## config.mk

```make
export PLATFORM = sky130hd
export DESIGN_NAME = bus_print_mon
export DESIGN_NICKNAME = d
export VERILOG_FILES = /design/src/print_mon_pkg.sv /design/src/aw_arm_tracker.sv /design/src/w_beat_filter.sv /design/src/char_fifo.sv /design/src/print_combiner.sv /design/src/bus_print_mon.sv
export SDC_FILE = /design/constraint.sdc
export NUM_CORES = 1
export LEC_CHECK = 0
export BUFFER_PORTS_ARGS = -buffer_cell sky130_fd_sc_hd__buf_2
export CAP_MARGIN = 20
export CELL_PAD_IN_SITES_DETAIL_PLACEMENT = 1
export CELL_PAD_IN_SITES_GLOBAL_PLACEMENT = 2
export CORE_UTILIZATION = 34
export CTS_CLUSTER_DIAMETER = 150
export DETAILED_ROUTE_END_ITERATION = 7
export PLACE_DENSITY = 0.94
export SLEW_MARGIN = 10
export SYNTH_ARGS = -nofsm -noshare
export SYNTH_HDL_FRONTEND = slang
export SYNTH_SLANG_ARGS = --single-unit
```

## constraint.sdc

```tcl
create_clock -name clk -period 3 [get_ports clk]
set_clock_uncertainty 0.2 [all_clocks]
set_input_delay 0.15 -clock clk [delete_from_list [all_inputs] [get_ports clk]]
set_output_delay 0.15 -clock clk [all_outputs]
set_load 0.02 [all_outputs]
```

## src/print_mon_pkg.sv

```systemverilog
/*
 * Print monitor shared definitions
 * Bus widths, snooped channel beats, arm flags and the data-word union
 */

`default_nettype none

package print_mon_pkg;

  parameter int ADDR_W = 32;  // Write address width
  parameter int DATA_W = 32;  // Write data width
  parameter int CHAR_W = 8;   // Console character width

  // Address channel beat, valid strobe only
  typedef struct packed {
    logic              valid;
    logic [ADDR_W-1:0] addr;
  } aw_beat_t;

  // Byte view of a data word
  typedef struct packed {
    logic [DATA_W-CHAR_W-1:0] pad;   // Upper bits, zero for a printable beat
    logic [CHAR_W-1:0]        bval;  // Character or exit code
  } chr_t;

  // Same data word, read whole or as a character byte
  typedef union packed {
    logic [DATA_W-1:0] word;
    chr_t              chr;
  } wdata_u;

  // Data channel beat
  typedef struct packed {
    logic   valid;
    wdata_u data;
  } w_beat_t;

  // Armed targets
  typedef struct packed {
    logic console;
    logic exit;
  } arm_t;

  // Data beat after range classification
  typedef struct packed {
    logic   valid;
    logic   in_range;  // Word value 1..255
    wdata_u data;
  } wclass_t;

endpackage

`default_nettype wire

```

## src/aw_arm_tracker.sv

```systemverilog
/*
 * Address channel arm tracker
 * Matches address beats against the console and exit locations and holds
 * one arm flag per target until the combiner consumes it
 */

`timescale 1ns/1ps
`default_nettype none

module aw_arm_tracker #(
  parameter logic [print_mon_pkg::ADDR_W-1:0] CONSOLE_ADDR = 32'h2FFF_0004,
  parameter logic [print_mon_pkg::ADDR_W-1:0] EXIT_ADDR    = 32'h2FFF_0000
) (
  input  logic                  clk,
  input  logic                  rst_n_i,
  input  print_mon_pkg::aw_beat_t aw_i,
  input  print_mon_pkg::arm_t   consume_i,  // One-cycle clear pulses
  output print_mon_pkg::arm_t   arm_o
);

  logic                hit_console;
  logic                hit_exit;
  print_mon_pkg::arm_t arm_q;

  // Address decode, only on a valid beat
  assign hit_console = aw_i.valid && (aw_i.addr == CONSOLE_ADDR);
  assign hit_exit    = aw_i.valid && (aw_i.addr == EXIT_ADDR);

  always_ff @(posedge clk) begin
    if (!rst_n_i) begin
      arm_q <= '0;  // Nothing armed
    end else begin
      // Set dominates a same-cycle consume
      if (hit_console) arm_q.console <= 1'b1;
      else if (consume_i.console) arm_q.console <= 1'b0;

      if (hit_exit) arm_q.exit <= 1'b1;
      else if (consume_i.exit) arm_q.exit <= 1'b0;
    end
  end

  assign arm_o = arm_q;  // Registered level

  // Combiner only consumes a target it saw armed
  a_consume_console_armed : assert property (
    @(posedge clk) disable iff (!rst_n_i)
    consume_i.console |-> arm_q.console
  ) else $error("Console consume without a console arm");

  a_consume_exit_armed : assert property (
    @(posedge clk) disable iff (!rst_n_i)
    consume_i.exit |-> arm_q.exit
  ) else $error("Exit consume without an exit arm");

endmodule

`default_nettype wire

```

## src/w_beat_filter.sv

```systemverilog
/*
 * Data channel beat filter
 * Registers each data beat and tags it when the word lies in 1..255
 */

`timescale 1ns/1ps
`default_nettype none

module w_beat_filter (
  input  logic                   clk,
  input  logic                   rst_n_i,
  input  print_mon_pkg::w_beat_t w_i,
  output print_mon_pkg::wclass_t wcls_o
);

  logic                  valid_q;
  logic                  in_range_q;
  print_mon_pkg::wdata_u data_q;
  logic                  in_range;

  // Printable or exit value, whole word compared
  assign in_range = (w_i.data.word >= print_mon_pkg::DATA_W'(1)) &&
                    (w_i.data.word <= print_mon_pkg::DATA_W'(255));

  always_ff @(posedge clk) begin
    if (!rst_n_i) valid_q <= 1'b0;
    else valid_q <= w_i.valid;  // Idle cycles give valid low
  end

  // Payload, qualified by valid_q downstream
  always_ff @(posedge clk) begin
    in_range_q <= in_range;
    data_q     <= w_i.data;
  end

  assign wcls_o.valid    = valid_q;
  assign wcls_o.in_range = in_range_q;
  assign wcls_o.data     = data_q;

  // Snooped bus must carry known data on a valid beat
  a_wdata_known : assert property (
    @(posedge clk) disable iff (!rst_n_i)
    w_i.valid |-> !$isunknown(w_i.data)
  ) else $error("Unknown write data on a valid beat");

endmodule

`default_nettype wire

```

## src/char_fifo.sv

```systemverilog
/*
 * Character FIFO
 * Circular buffer with a count; pushes into a full buffer are dropped
 * and raise a sticky overflow flag
 */

`timescale 1ns/1ps
`default_nettype none

module char_fifo #(
  parameter int FIFO_DEPTH = 4  // Power of two
) (
  input  logic                              clk,
  input  logic                              rst_n_i,
  input  logic                              push_i,
  input  logic [print_mon_pkg::CHAR_W-1:0] push_data_i,
  input  logic                              pop_i,
  output logic [print_mon_pkg::CHAR_W-1:0] head_o,
  output logic                              not_empty_o,
  output logic                              overflow_o
);

  localparam int PTR_W = (FIFO_DEPTH > 1) ? $clog2(FIFO_DEPTH) : 1;
  localparam int CNT_W = $clog2(FIFO_DEPTH + 1);

  logic [print_mon_pkg::CHAR_W-1:0] mem_q [FIFO_DEPTH];
  logic [PTR_W-1:0]                  wr_ptr_q;
  logic [PTR_W-1:0]                  rd_ptr_q;
  logic [CNT_W-1:0]                  count_q;
  logic                              overflow_q;
  logic                              full;
  logic                              empty;
  logic                              do_push;
  logic                              do_pop;

  assign full    = (count_q == CNT_W'(FIFO_DEPTH));
  assign empty   = (count_q == '0);
  assign do_push = push_i && !full;   // Full means dropped, even with a pop
  assign do_pop  = pop_i && !empty;   // Pop on empty ignored

  // Storage, no reset
  always_ff @(posedge clk) begin
    if (do_push) mem_q[wr_ptr_q] <= push_data_i;
  end

  always_ff @(posedge clk) begin
    if (!rst_n_i) begin
      wr_ptr_q   <= '0;
      rd_ptr_q   <= '0;
      count_q    <= '0;
      overflow_q <= 1'b0;
    end else begin
      if (do_push) wr_ptr_q <= wr_ptr_q + 1'b1;  // Wraps at depth
      if (do_pop) rd_ptr_q <= rd_ptr_q + 1'b1;
      case ({do_push, do_pop})
        2'b10:   count_q <= count_q + 1'b1;
        2'b01:   count_q <= count_q - 1'b1;
        default: count_q <= count_q;             // Both or neither
      endcase
      if (push_i && full) overflow_q <= 1'b1;   // Sticky until reset
    end
  end

  assign head_o      = mem_q[rd_ptr_q];  // Valid only while not empty
  assign not_empty_o = !empty;
  assign overflow_o  = overflow_q;

  // Occupancy bound over any push and pop sequence
  a_count_bound : assert property (
    @(posedge clk) disable iff (!rst_n_i)
    count_q <= CNT_W'(FIFO_DEPTH)
  ) else $error("FIFO count above depth");

endmodule

`default_nettype wire

```

## src/print_combiner.sv

```systemverilog
/*
 * Print combiner
 * Matches classified data beats to armed targets, exit first, queues
 * console characters and latches the first exit code
 */

`timescale 1ns/1ps
`default_nettype none

module print_combiner #(
  parameter int FIFO_DEPTH = 4
) (
  input  logic                              clk,
  input  logic                              rst_n_i,
  input  print_mon_pkg::arm_t               arm_i,
  input  print_mon_pkg::wclass_t            wcls_i,
  input  logic                              pop_i,
  output print_mon_pkg::arm_t               consume_o,
  output logic [print_mon_pkg::CHAR_W-1:0] char_o,
  output logic                              char_valid_o,
  output logic [print_mon_pkg::CHAR_W-1:0] exit_code_o,
  output logic                              done_o,
  output logic                              overflow_o
);

  logic                              beat_hit;
  logic                              serve_exit;
  logic                              serve_console;
  logic [print_mon_pkg::CHAR_W-1:0] beat_byte;
  logic [print_mon_pkg::CHAR_W-1:0] exit_code_q;
  logic                              done_q;

  // Beats outside 1..255 leave arms untouched
  assign beat_hit      = wcls_i.valid && wcls_i.in_range;
  assign serve_exit    = beat_hit && arm_i.exit;                    // Exit wins
  assign serve_console = beat_hit && arm_i.console && !arm_i.exit;  // One target per beat
  assign beat_byte     = wcls_i.data.chr.bval;                      // Byte view of the word

  assign consume_o.exit    = serve_exit;
  assign consume_o.console = serve_console;

  // Exit code register, first exit only
  always_ff @(posedge clk) begin
    if (!rst_n_i) begin
      exit_code_q <= '0;
      done_q      <= 1'b0;
    end else if (serve_exit && !done_q) begin
      exit_code_q <= beat_byte;
      done_q      <= 1'b1;  // Sticky
    end
  end

  assign exit_code_o = exit_code_q;
  assign done_o      = done_q;

  // Console characters wait here for the consumer
  char_fifo #(
    .FIFO_DEPTH ( FIFO_DEPTH )
  ) u_char_fifo (
    .clk         ( clk           ),
    .rst_n_i     ( rst_n_i       ),
    .push_i      ( serve_console ),
    .push_data_i ( beat_byte     ),
    .pop_i       ( pop_i         ),
    .head_o      ( char_o        ),
    .not_empty_o ( char_valid_o  ),
    .overflow_o  ( overflow_o    )
  );

  // At most one target served per beat
  a_consume_onehot0 : assert property (
    @(posedge clk) disable iff (!rst_n_i)
    $onehot0(consume_o)
  ) else $error("Both targets consumed by one beat");

endmodule

`default_nettype wire

```

## src/bus_print_mon.sv

```systemverilog
/*
 * Write bus print monitor, top level
 * Snoops address and data channels of the tile's write bus and turns
 * writes to the console and exit locations into characters and an exit code
 */

`timescale 1ns/1ps
`default_nettype none

module bus_print_mon #(
  parameter logic [print_mon_pkg::ADDR_W-1:0] CONSOLE_ADDR = 32'h2FFF_0004,
  parameter logic [print_mon_pkg::ADDR_W-1:0] EXIT_ADDR    = 32'h2FFF_0000,
  parameter int                               FIFO_DEPTH   = 4  // Power of two
) (
  input  logic                              clk,
  input  logic                              rst_n_i,
  input  print_mon_pkg::aw_beat_t           aw_i,          // Snooped address beats
  input  print_mon_pkg::w_beat_t            w_i,           // Snooped data beats
  input  logic                              pop_i,         // Consumer pop strobe
  output logic [print_mon_pkg::CHAR_W-1:0] char_o,        // FIFO head
  output logic                              char_valid_o,  // FIFO not empty
  output logic [print_mon_pkg::CHAR_W-1:0] exit_code_o,
  output logic                              done_o,        // Sticky
  output logic                              overflow_o     // Sticky
);

  print_mon_pkg::arm_t    arm;      // Tracker to combiner
  print_mon_pkg::arm_t    consume;  // Combiner back to tracker
  print_mon_pkg::wclass_t wcls;     // Filter to combiner

  // Address side
  aw_arm_tracker #(
    .CONSOLE_ADDR ( CONSOLE_ADDR ),
    .EXIT_ADDR    ( EXIT_ADDR    )
  ) u_aw_arm_tracker (
    .clk       ( clk     ),
    .rst_n_i   ( rst_n_i ),
    .aw_i      ( aw_i    ),
    .consume_i ( consume ),
    .arm_o     ( arm     )
  );

  // Data side, one cycle of latency
  w_beat_filter u_w_beat_filter (
    .clk     ( clk     ),
    .rst_n_i ( rst_n_i ),
    .w_i     ( w_i     ),
    .wcls_o  ( wcls    )
  );

  // Merge point, owns the FIFO and exit registers
  print_combiner #(
    .FIFO_DEPTH ( FIFO_DEPTH )
  ) u_print_combiner (
    .clk          ( clk          ),
    .rst_n_i      ( rst_n_i      ),
    .arm_i        ( arm          ),
    .wcls_i       ( wcls         ),
    .pop_i        ( pop_i        ),
    .consume_o    ( consume      ),
    .char_o       ( char_o       ),
    .char_valid_o ( char_valid_o ),
    .exit_code_o  ( exit_code_o  ),
    .done_o       ( done_o       ),
    .overflow_o   ( overflow_o   )
  );

endmodule

`default_nettype wire

```

# Word level (Yosys, flattened, before mapping)
# Memory sizes are Yosys's and may differ from the RTL's. A register that Yosys moved wholly into a read port is not among the register bits.
# Cells that the tools add are included.
[word_totals]
ff_bits = 29
ram_bits = 32
input_bits = 69
output_inout_bits = 19
wordCells = 51
memories = 1
[op_classes]
n_addsub = 4
magnitude_cmp = 2
n_eq_ne = 5
n_mux = 9
reduce_logical = 19
[memory_table]
columns = ["memory", "words", "width", "rd", "rd_ports_with_merged_regs", "write_ports", "line_no", "source"]
rows = [
  ["u_print_combiner.u_char_fifo.mem_q", 4, 8, 1, 1, 1, "char_fifo.sv:26", "logic [print_mon_pkg::CHAR_W-1:0] mem_q [FIFO_DEPTH];"],
]
[op_table]
columns = ["cell", "count"]
rows = [
  ["$eq 32x30->1 const B", 2],
  ["$ge 32x1->1 const B", 1],
  ["$le 32x8->1 const B", 1],
  ["$logic_and 1x1->1", 11],
  ["$mux 1", 6],
  ["$pmux 3 s2", 1],
  ["$reduce_bool 2->1", 3],
  ["$add 2x1->2 const B", 2],
  ["$logic_not 1->1", 4],
  ["$mux 2", 2],
  ["$add 3x1->3 const B", 1],
  ["$eq 3x3->1 const B", 1],
  ["$logic_not 3->1", 1],
  ["$sub 3x1->3 const B", 1],
  ["$eq 2x1->1 const B", 1],
  ["$eq 2x2->1 const B", 1],
]

# Logic depth before layout (Yosys ltp)
# Gate-level depths: netlist of the first run.
[depth]
depth_word = 6
mapped_depth = 9
mapped_depth_nobuf = 9

# Hierarchy
# Synthesis of the first run repeated with hierarchy kept, for this count alone.
[hier_totals]
hier_cells = 205
hier_area_um2 = 3052.9
[modules_own_cells]
columns = ["module", "n_inst", "cells_each", "area_each_um2", "seq_area_each_um2"]
rows = [
  ["char_fifo", 1, 96, 1671.6, 1161.1],
  ["w_beat_filter", 1, 48, 794.5, 680.7],
  ["print_combiner", 1, 42, 402.9, 180.2],
  ["aw_arm_tracker", 1, 19, 183.9, 40.0],
]

# Least setup slack after synthesis of the first run
# No wires, ideal clock.
[synth_path]
path_kind = "reg2reg"
startpoint = "register u_print_combiner.u_char_fifo.count_q[1]"
endpoint = "register u_print_combiner.u_char_fifo.count_q[2]"
setup_ns = 0.076
t_arrival_ns = 1.785
required_time_ns = 2.724
setup_slack_ns = 0.940
path_stages_with_launch = 10
path_buffers = 0
period_less_slack_ns = 2.060
cell_sequence = "dfxtp_1 -> inv_1 -> a31oi_4 -> inv_1 -> ha_1 -> inv_1 -> fa_1 -> xor2_1 -> or3_1 -> a21boi_0"
[synth_via]
elab_chain_len = 5
elab_cells_between_ends = 12
cone_classes = "add/sub (2); eq/ne (3); mux (1); reduce/logical (6)"
[synth_lines]
columns = ["item", "line_no", "source"]
rows = [
  ["start: declaration", "char_fifo.sv:29", "logic [CNT_W-1:0] count_q;"],
  ["start signal: assignment", "char_fifo.sv:56", "2'b10: count_q <= count_q + 1'b1;"],
  ["start signal: assignment", "char_fifo.sv:57", "2'b01: count_q <= count_q - 1'b1;"],
  ["start signal: assignment", "char_fifo.sv:58", "default: count_q <= count_q;"],
  ["$eq 3x3->1 / $logic_not 3->1 (equally long branches)", "char_fifo.sv:36, char_fifo.sv:37", ""],
  ["$logic_not 1->1, on equally long branches", "char_fifo.sv:38, char_fifo.sv:39", ""],
  ["$logic_and 1x1->1, on equally long branches", "char_fifo.sv:38, char_fifo.sv:39", ""],
  ["$eq 2x1->1 / $eq 2x2->1 (equally long branches)", "char_fifo.sv:55", "case ({do_push, do_pop})"],
  ["$pmux 3 s2 / $reduce_bool 2->1 (equally long branches)", "--", ""],
]
# Several ways; a longest one is shown, not always the timed one.
# A chain may end at the register's enable or synchronous reset.

# Worst setup path in the final report of the first run
[layout_path]
startpoint = "input w_i[21] in the netlist's numbering"
endpoint = "register u_w_beat_filter.in_range_q"
[layout_via]
elab_chain_len = 2
elab_cells_between_ends = 3
cone_classes = "order compare (2); reduce/logical (1)"
[layout_lines]
columns = ["item", "line_no", "source"]
rows = [
  ["start: declaration", "bus_print_mon.sv:18", "input print_mon_pkg::w_beat_t w_i,"],
  ["$ge 32x1->1 / $le 32x8->1 (equally long branches)", "w_beat_filter.sv:22, w_beat_filter.sv:23", ""],
  ["$logic_and 1x1->1 (*)", "w_beat_filter.sv:22", "assign in_range = (w_i.data.word >= print_mon_pkg::DATA_W'(1)) &&"],
  ["via u_w_beat_filter.in_range", "w_beat_filter.sv:19", "logic in_range;"],
  ["end signal: assignment", "w_beat_filter.sv:32", "in_range_q <= in_range;"],
  ["end: declaration", "w_beat_filter.sv:17", "logic in_range_q;"],
]
# The timed path passes the listed nets; every way through them passes the cells marked *.

==> results of run 1 <==
[sequential cells by signal, indices dropped and copies added, names as in the netlist, 2 cells and up, named ones only]
register / cells
u_print_combiner.u_char_fifo.rd_ptr_q: 2
u_print_combiner.u_char_fifo.mem_q: 32
u_aw_arm_tracker.arm_o: 2
u_print_combiner.u_char_fifo.wr_ptr_q: 2
u_print_combiner.exit_code_o: 8
u_print_combiner.u_char_fifo.count_q: 3
u_w_beat_filter.data_q: 8
[placed cells by master (no fill, tap or decap), drive strengths merged, types with 5 or more instances in the layout]
cell type    count
buf             87
inv              8
dfxtp           31
a21boi          10
nor4            10
nand4            5
dlygate4sd3     18
mux4             8
edfxtp          32
and2            11
ha               5
nand2           20
clkbuf          12
[power by group]
part,switching [W],internal (W),total [W],leakage (nW)
Combinational,0.0000224,0.0000473,0.0000696,0.683
Sequential,0.00000975,0.000910,0.000919,0.540
Clock,0.000301,0.000296,0.000597,0.0801
Total,0.000333,0.00125,0.00159,1.30
[final cells by class]
class / instances / area share [%]
inverters: 8 / 0.9029
well taps: 96 / 3.612
repair buffers: 105 / 18.51
multi-input cells: 100 / 24.68
clock inverters: 4 / 0.6772
clock buffers: 12 / 4.063
flip-flops and latches: 63 / 47.55
[path summary, 6_finish.rpt]
check,from,to,slack [ps],cells past startpoint
worst max register to register,u_print_combiner.u_char_fifo.count_q[2],u_print_combiner.u_char_fifo.count_q[2],780,7
worst max-delay path,w_i[21],u_w_beat_filter.in_range_q,120,8
worst min register to register,u_print_combiner.exit_code_o[2],u_print_combiner.exit_code_o[2],270,2
worst min-delay path,rst_n_i,u_print_combiner.u_char_fifo.overflow_o,20,2
[routing by layer]
metal / vias up / wire length [um]
met5: - / 0
met4: 0 / 107
met3: 8 / 323
met2: 82 / 2966
met1: 861 / 2133
li1: 873 / -
[worst max-delay path: stages]
cell and delay [ps]:
dlygate4sd3_1 530, buf_2 120, nor4_1 170, dlygate4sd3_1 590, nand2_1 50, dlygate4sd3_1 550, a211oi_1 210, dlygate4sd3_1 590
[kinds of logic (layout without fill, tap and decap cells)]
group,after synthesis,in the layout,share of synthesized area (%)
flops,63,63,64.46
simple gates,62,62,14.84
compound gates,18,18,5.712
buf+inv,13,129,2.091
mux,9,9,7.751
fa+ha+maj,6,6,3.366
xor+xnor,5,5,1.785
[through the flow]
| stage | hold WS [ps] | power, W |
|---|---|---|
| after CTS | 33.22 | 0.001601 |
| final | 24.78 | 0.001586 |
| after global placement | 69.00 | 0.0009919 |
| after global routing | 53.09 | 0.001642 |
| after detailed placement | 68.63 | 0.0009956 |
| after floorplan | -22.28 | 0.0009429 |
==> results.txt, run 1 <==
status = finished, final reports clean
port bufs = 87
Cell variety after synth = 36
Mapped Avg Cell Area = 13.94 sq um
CP Max Fanout = 1
Most Used Layer, Global Route = met2
warnings from Yosys = 0
Starting Density = 35.72%
synthesis-to-finish area growth = 35.54%
Worst Path Arrival = 2950 ps
Row Count = 30
first-pass GRT wire length = 8.852 mm
total global routing overflow = 0
most numerous cell in the Yosys netlist = edfxtp_1
share of the synthesized area in the top cell type = 39.16%
DR pass1 iterations = 4
WL/cell = 14.25 um
dpl hpwl = 4.171 mm
Max Cap Viol = 0
final instance area = 0.003326 sq mm
period utilisation layout = 96.02%
setup bufs post-CTS = 0
Core Util, Final = 48.42%
area of the multi-input gates = 820.8 sq um
full die area = 0.007560 sq mm
post-route ant nets = 0
Setup TNS = 0 ps
chip width = 86.95 um
die height = 86.95 um
Max clock buf depth = 2
met3 usage = 4.360%
DR iter-0 viols = 32
I/O pin total = 88
Yosys top cell by area = edfxtp_1
fin worst setup slack = 119.3 ps
# DRC = 0
#FFs+latches synth = 63
Req. time, crit path = 3070 ps
number of placed instances, taps included = 354
sequential fraction of the synthesis area = 64.46%
Placer Congestion = 0.8317
RSZ-0062 raised after global routing = no
CTS Sinks = 63
power density cells = 476.8 mW/mm^2
placed cell areas = 0.002988 sq mm
Slew headroom = 63.75%
HP Class = in2reg
Reg area = 0.001582 sq mm
core area = 0.006869 sq mm
Layout fillers = 732
Reg clk slew, reported paths = 70 ps
Worst Path Class, Setup = in2reg
Setup-failing EPs final = 0
initial antenna violation count = 0
Total Routing Usage GR = 16.17%
fmax = 347.1 MHz
ys flop type = edfxtp_1
ratio of cells with drive above 1 in the final layout = 39.73%
fin crit period = 2881 ps
post-synthesis cell count = 176
Synth top cells by count = 32 x edfxtp_1, 31 x dfxtp_1, 20 x nand2_1
antenna cells = 0
crit path launch type = input pin
Synth area leaders = edfxtp_1 39%, dfxtp_1 25%, mux4_2 7.3%
Final Non-Filler Cells = 388
Synth Net Count = 251
Avg Vias per Cell = 4.701
H-Tree Depth = 3
met2 Resource Use GR = 30.21%
met1 Use GR = 16.38%
fin nets = 362
Num CTS Buffers = 9
vias in the first global route = 1953
pin slew with the least headroom to its limit = 543.0 ps
post-CTS sizing = 0
Total Wirelength = 5.530 mm
cell leakage power = 1.303 nW
CTS tree = built
final slew viol count = 0
DR vias = 1824
final count of hold timing violations = 0
Worst IR Drop VDD = 202.4 uV
pre-CTS setup slack = 790.3 ps
largest net degree at the start of global routing = 23
crit end category = flop
asr flop ratio synth = 0%
hold bufs inserted after CTS = 18
Post-synth EDFFs = 32
synthesized area = 0.002454 sq mm
Root Buffer = clkbuf_8
Clk Latency, worst-skew pair = 330 ps
(Power assumes the default switching activity.)
==> run 2: changes to the inputs <==
--- a/config.mk
+++ b/config.mk
@@ -7,2 +7,3 @@
 export LEC_CHECK = 0
+export ABC_AREA = 1
 export BUFFER_PORTS_ARGS = -buffer_cell sky130_fd_sc_hd__buf_2
@@ -11,3 +12,4 @@
 export CELL_PAD_IN_SITES_GLOBAL_PLACEMENT = 2
-export CORE_UTILIZATION = 34
+export CORE_UTILIZATION = 32
+export CTS_BUF_LIST = sky130_fd_sc_hd__clkbuf_8 sky130_fd_sc_hd__clkbuf_16
 export CTS_CLUSTER_DIAMETER = 150
--- a/constraint.sdc
+++ b/constraint.sdc
@@ -4,2 +4,2 @@
 set_output_delay 0.15 -clock clk [all_outputs]
-set_load 0.02 [all_outputs]
+set_load 0.1 [all_outputs]
==> results.txt, run 2 <==
first-pass GRT wire length = 10.09 mm (was 8.852 mm)
dpl hpwl = 4.407 mm (was 4.171 mm)
Synth area leaders = edfxtp_1 37%, dfxtp_1 24%, nor2_1 9.7% (was edfxtp_1 39%, dfxtp_1 25%, mux4_2 7.3%)
chip width = 91.51 um (was 86.95 um)
full die area = 0.008373 sq mm (was 0.007560 sq mm)
Net Sw Frac = 20.09% (was 21.00%)
most used cell along the critical path = dlygate4sd3_1 (unchanged)
DR pass1 iterations = 4 (unchanged)
warnings from Yosys = 0 (unchanged)
final slew viol count = 0 (unchanged)
synthesized area = 0.002564 sq mm (was 0.002454 sq mm)
crit path launch type = input pin (unchanged)
Slew headroom = 43.85% (was 63.75%)
CP max stage cell = dlygate4sd3_1 (unchanged)
core area = 0.007727 sq mm (was 0.006869 sq mm)
die height = 91.51 um (was 86.95 um)
synthesis-to-finish area growth = 39.39% (was 35.54%)
max reg flops = 32 (unchanged)
Req. time, crit path = 3080 ps (was 3070 ps)
post-route ant nets = 0 (unchanged)
Avg Vias per Cell = 4.533 (was 4.701)
cell leakage power = 1.460 nW (was 1.303 nW)
most common cell after layout, fill and taps aside = buf_2 (unchanged)
CTS tree = built (unchanged)
power density cells = 531.3 mW/mm^2 (was 476.8 mW/mm^2)
crit end category = flop (unchanged)
CP Max Fanout = 2 (was 1)
Worst Path Arrival = 2930 ps (was 2950 ps)
Setup TNS = 0 ps (unchanged)
Synth Net Count = 330 (was 251)
WL/cell = 12.78 um (was 14.25 um)
CP Cell Sequence = dlygate4sd3_1 -> buf_2 -> nor2_1 -> dlygate4sd3_1 -> nand4_1 -> dlygate4sd3_1 -> nor2_1 -> dlygate4sd3_1 -> nand2_1 -> a21oi_1 (was dlygate4sd3_1 -> buf_2 -> nor4_1 -> dlygate4sd3_1 -> nand2_1 -> dlygate4sd3_1 -> a211oi_1 -> dlygate4sd3_1)
HP Class = in2reg (unchanged)
total global routing overflow = 0 (unchanged)
pre-CTS setup slack = 868.7 ps (was 790.3 ps)
Max Cap Viol = 0 (unchanged)
sequential fraction of the synthesis area = 61.69% (was 64.46%)
status = finished, final reports clean (unchanged)
DR iter-0 viols = 41 (was 32)
pin slew with the least headroom to its limit = 839.1 ps (was 543.0 ps)
port bufs = 87 (unchanged)
Layout fillers = 914 (was 732)
most frequent cells in the layout = 87 x buf_2, 66 x nor2_1, 32 x edfxtp_1 (was 87 x buf_2, 32 x edfxtp_1, 31 x dfxtp_1)
Worst Path Class, Setup = in2reg (unchanged)
Post-synth EDFFs = 32 (unchanged)
Top delay family on crit path = buffers and inverters (unchanged)
P_sw = 0.0003814 W (was 0.0003331 W)
slowest cell delay on critical path = 590 ps (about the same)
Worst IR Drop VDD = 255.5 uV (was 202.4 uV)
antenna cells = 0 (unchanged)
placed cell areas = 0.003099 sq mm (was 0.002988 sq mm)
Synth top cells by count = 66 x nor2_1, 32 x edfxtp_1, 31 x dfxtp_1 (was 32 x edfxtp_1, 31 x dfxtp_1, 20 x nand2_1)
largest net degree at the start of global routing = 18 (was 23)
CTS Sinks = 63 (unchanged)
Row Count = 32 (was 30)
area of the multi-input gates = 855.8 sq um (was 820.8 sq um)
Clk Latency, worst-skew pair = 340 ps (was 330 ps)
Reg clk slew, reported paths = 70 ps (about the same)
initial antenna violation count = 0 (unchanged)
fin worst setup slack = 148.4 ps (was 119.3 ps)
fin nets = 448 (was 362)
most numerous cell in the Yosys netlist = nor2_1 (was edfxtp_1)
final count of hold timing violations = 0 (unchanged)
vias in the first global route = 2292 (was 1953)
# DRC = 0 (unchanged)
fmax = 350.7 MHz (was 347.1 MHz)
hold_ws = 34.42 ps (was 24.78 ps)
WP buf/inv = 5 (unchanged)
RSZ-0062 raised after global routing = no (unchanged)
asr flop ratio synth = 0% (unchanged)
period utilisation layout = 95.05% (was 96.02%)
final instance area = 0.003573 sq mm (was 0.003326 sq mm)
Reg area = 0.001582 sq mm (unchanged)
H-Tree Depth = 3 (unchanged)
I/O pin total = 88 (unchanged)
Yosys top cell by area = edfxtp_1 (unchanged)
Biggest register = u_print_combiner.u_char_fifo.mem_q (unchanged)
Sequential Power Share = 48.4% (was 58.0%)
Setup-failing EPs final = 0 (unchanged)
Total Routing Usage GR = 15.78% (was 16.17%)
#FFs+latches synth = 63 (unchanged)
ys flop type = edfxtp_1 (unchanged)
Starting Density = 33.18% (was 35.72%)
Pint = 0.001517 W (was 0.001253 W)
post-synthesis cell count = 255 (was 176)
Cell variety after synth = 28 (was 36)
fin crit period = 2852 ps (was 2881 ps)
Total Wirelength = 6.133 mm (was 5.530 mm)
Root Buffer = clkbuf_8 (unchanged)
share of the synthesized area in the top cell type = 37.48% (was 39.16%)
Mapped Avg Cell Area = 10.05 sq um (was 13.94 sq um)
Max clock buf depth = 2 (unchanged)
Logic pwr share = 4.5% (was 4.4%)
Placer Congestion = 0.7110 (was 0.8317)
Num CTS Buffers = 9 (unchanged)
Clock power frac = 47.2% (was 37.6%)
DR vias = 2176 (was 1824)
ratio of cells with drive above 1 in the final layout = 33.07% (was 39.73%)
[run 2: cell types whose count changed in the layout (fill, tap and decap cells not counted), moves of 8 or more]
cell | previous run | this run
nor2_1 | 1 | 66
a21boi_0 | 9 | 0
a21oi_1 | 0 | 9
o21ai_0 | 4 | 24
inv_1 | 7 | 18
o22ai_1 | 0 | 8
mux4_2 | 8 | 0
[run 2: per-stage QoR]
stage / cells / util, % / power (W)
3_3_place_gp: 441 / 40.11 / 0.001002
2_1_floorplan: 255 / - / 0.0009518
3_5_place_dp: 441 / 40.11 / 0.001005
4_1_cts: 480 / 46.24 / 0.001911
5_1_grt: 480 / 46.24 / 0.001964
6_report: 480 / 46.24 / 0.001899
[run 2: worst paths after layout]
path	cells after the start	from	slack, ps	end
max	10	aw_i[12]	150	u_aw_arm_tracker.arm_o[0]
max reg2reg	11	u_aw_arm_tracker.arm_o[0]	860	u_print_combiner.u_char_fifo.count_q[2]
min	8	aw_i[30]	30	u_aw_arm_tracker.arm_o[0]
min reg2reg	2	u_print_combiner.u_char_fifo.rd_ptr_q[1]	270	u_print_combiner.u_char_fifo.rd_ptr_q[1]
[run 2: final cells by class]
class | count | area share (%)
clock buffer | 9 | 3.466
multi-input combinational | 163 | 23.95
sequential | 63 | 44.26
inverter | 26 | 2.766
clock inverter | 7 | 3.361
tap | 102 | 3.571
timing repair buffer | 110 | 18.63
[run 2: cell families (layout without fill, tap and decap cells)]
| logic type | count (synthesis) | count (layout) | share of synthesized area, % |
|---|---|---|---|
| simple gates | 108 | 108 | 19.47 |
| flops | 63 | 63 | 61.69 |
| compound gates | 49 | 49 | 10.69 |
| buf+inv | 29 | 152 | 4.929 |
| fa+ha+maj | 6 | 6 | 3.221 |
[run 2: timing repair]
item,CTS,global route
buffers inserted,0,0
resized for setup,0,0
hold endpoints to repair,17,0
hold buffers,23,0
[run 2: worst min-delay path, cell delays in order]
cell and delay (ps):
buf_2 70, inv_1 30, nand2_1 40, nor2_1 30, nand3_1 50, nor2_1 50, nand2_1 50, a21oi_1 50
[run 2: metal layers]
metal  vias up  track usage, %  wire length, um
met5         -               0                0
met4         0           7.937              106
met3        11           2.764              353
met2        85           29.01             3086
met1       988           17.29             2585
li1       1092               -                -
[run 2: power groups by stage]
stage	sequential (W)	clock [W]	combinational [W]
after floorplan	0.000933	0	0.0000185
after global placement	0.000936	0	0.0000661
after detailed placement	0.000938	0	0.0000677
after CTS	0.000918	0.000906	0.0000859
after global routing	0.000919	0.000949	0.0000953
final	0.000919	0.000895	0.0000848
==> run 3: changes to the inputs <==
--- a/constraint.sdc
+++ b/constraint.sdc
@@ -4,2 +4,2 @@
 set_output_delay 0.15 -clock clk [all_outputs]
-set_load 0.1 [all_outputs]
+set_load 0.01 [all_outputs]
==> results.txt, run 3 (synthesis results as in run 2) <==
status = finished, final reports clean (unchanged)
cell leakage power = 1.450 nW (was 1.460 nW)
fin crit period = 2809 ps (was 2852 ps)
initial antenna violation count = 0 (unchanged)
final count of hold timing violations = 0 (unchanged)
Max Cap Viol = 0 (unchanged)
Worst Path Arrival = 2880 ps (was 2930 ps)
DR iter-0 viols = 49 (was 41)
Num CTS Buffers = 9 (unchanged)
# DRC = 0 (unchanged)
synthesis-to-finish area growth = 38.26% (was 39.39%)
Placer Congestion = 0.7126 (was 0.7110)
port bufs = 87 (unchanged)
chip width = 91.51 um (unchanged)
Total Routing Usage GR = 16.65% (was 15.78%)
HP Class = in2reg (unchanged)
Max clock buf depth = 2 (unchanged)
first-pass GRT wire length = 10.61 mm (was 10.09 mm)
antenna cells = 0 (unchanged)
Row Count = 32 (unchanged)
period utilisation layout = 93.65% (was 95.05%)
Root Buffer = clkbuf_8 (unchanged)
Setup-failing EPs final = 0 (unchanged)
pin slew with the least headroom to its limit = 879.1 ps (was 839.1 ps)
total global routing overflow = 0 (unchanged)
fin nets = 445 (was 448)
DR pass1 iterations = 4 (unchanged)
Clk Latency, worst-skew pair = 330 ps (was 340 ps)
crit path launch type = input pin (unchanged)
CTS Sinks = 63 (unchanged)
Avg Vias per Cell = 4.556 (was 4.533)
Reg clk slew, reported paths = 70 ps (about the same)
fmax = 355.9 MHz (was 350.7 MHz)
largest net degree at the start of global routing = 18 (unchanged)
final instance area = 0.003545 sq mm (was 0.003573 sq mm)
Starting Density = 33.18% (unchanged)
r2r setup slk = 830 ps (was 860 ps)
Worst IR Drop VDD = 217.7 uV (was 255.5 uV)
slowest cell delay on critical path = 600 ps (was 590 ps)
number of placed instances, taps included = 441 (unchanged)
RSZ-0062 raised after global routing = no (unchanged)
Final Non-Filler Cells = 477 (was 480)
Biggest register = u_print_combiner.u_char_fifo.mem_q (unchanged)
Reg2Reg Depth = 11 (unchanged)
CP Cell Sequence = dlygate4sd3_1 -> buf_2 -> nor4_1 -> dlygate4sd3_1 -> nand3_1 -> dlygate4sd3_1 -> nor2_1 -> dlygate4sd3_1 (was dlygate4sd3_1 -> buf_2 -> nor2_1 -> dlygate4sd3_1 -> nand4_1 -> dlygate4sd3_1 -> nor2_1 -> dlygate4sd3_1 -> nand2_1 -> a21oi_1)
most used cell along the critical path = dlygate4sd3_1 (unchanged)
vias in the first global route = 2318 (was 2292)
CTS tree = built (unchanged)
crit end category = flop (unchanged)
worst hold path cell count = 5 (was 8)
max reg flops = 32 (unchanged)
most common cell after layout, fill and taps aside = buf_2 (unchanged)
Setup TNS = 0 ps (unchanged)
DR vias = 2173 (was 2176)
I/O pin total = 88 (unchanged)
placed cell areas = 0.003099 sq mm (unchanged)
Slew headroom = 41.17% (was 43.85%)
CP max stage cell = dlygate4sd3_1 (unchanged)
H-Tree Depth = 3 (unchanged)
final slew viol count = 0 (unchanged)
ratio of cells with drive above 1 in the final layout = 33.33% (was 33.07%)
post-route ant nets = 0 (unchanged)
die height = 91.51 um (unchanged)
Total Wirelength = 6.343 mm (was 6.133 mm)
WL/cell = 13.30 um (was 12.78 um)
full die area = 0.008373 sq mm (unchanged)
most frequent cells in the layout = 87 x buf_2, 66 x nor2_1, 32 x edfxtp_1 (unchanged)
Req. time, crit path = 3070 ps (was 3080 ps)
CP Max Fanout = 1 (was 2)
power density cells = 535.4 mW/mm^2 (was 531.3 mW/mm^2)
core area = 0.007727 sq mm (unchanged)
Worst Path Class, Setup = in2reg (unchanged)
dpl hpwl = 4.560 mm (was 4.407 mm)
## run 3: worst paths after layout
kind,end,startpoint
worst max-delay path,u_w_beat_filter.in_range_q,w_i[29]
worst min-delay path,u_aw_arm_tracker.arm_o[1],aw_i[16]
worst max register to register,u_print_combiner.u_char_fifo.count_q[2],u_aw_arm_tracker.arm_o[0]
worst min register to register,u_print_combiner.exit_code_o[2],u_print_combiner.exit_code_o[2]
## run 3: repair_timing
item | in CTS | in global routing
buffers inserted | 0 | 0
hold buffers | 20 | 0
hold endpoints to repair | 16 | 0
endpoints found under the setup margin | 0 | 0
resized for setup | 0 | 0
## run 3: power by group
part | total, W | internal [W] | switching, W
logic | 0.0000845 | 0.0000531 | 0.0000314
registers | 0.000918 | 0.000909 | 0.00000920
clock network | 0.000895 | 0.000571 | 0.000324
total | 0.00190 | 0.00153 | 0.000364
## run 3: metal layers
| layer | track usage [%] | routed length [um] | vias up | part of all wire (%) |
|---|---|---|---|---|
| met3 | 5.109 | 376 | 8 | 5.9 |
| met5 | 0 | 0 | - | 0 |
| li1 | - | - | 1088 | - |
| met4 | 6.349 | 104 | 0 | 1.6 |
| met2 | 30.83 | 3205 | 82 | 51 |
| met1 | 17.47 | 2657 | 995 | 42 |
## run 3: critical path, delay by kind of cell
family,cells,cell delay [ps]
buffers and inverters,5,2370
AND/OR/NAND/NOR,3,360
## run 3: through the flow
step	worst slack, ps	hold WS, ps	total power (W)	util (%)
after floorplan	1064	-22.28	0.0009518	-
after global placement	970.4	69.14	0.001002	40.11
after detailed placement	893.9	71.05	0.001005	40.11
after CTS	282.3	7.262	0.001904	45.87
after global routing	72.58	41.76	0.001955	45.87
final	190.5	19.58	0.001898	45.87
## run 3: cell type report
| type | count | area [sq um] |
|---|---|---|
| inverters | 26 | 98.84 |
| clock buffers | 10 | 137.6 |
| well taps | 102 | 127.6 |
| clock inverters | 6 | 107.6 |
| fillers | 895 | 4183 |
| repair buffers | 107 | 635.6 |
| flip-flops and latches | 63 | 1582 |
| multi-input cells | 163 | 855.8 |
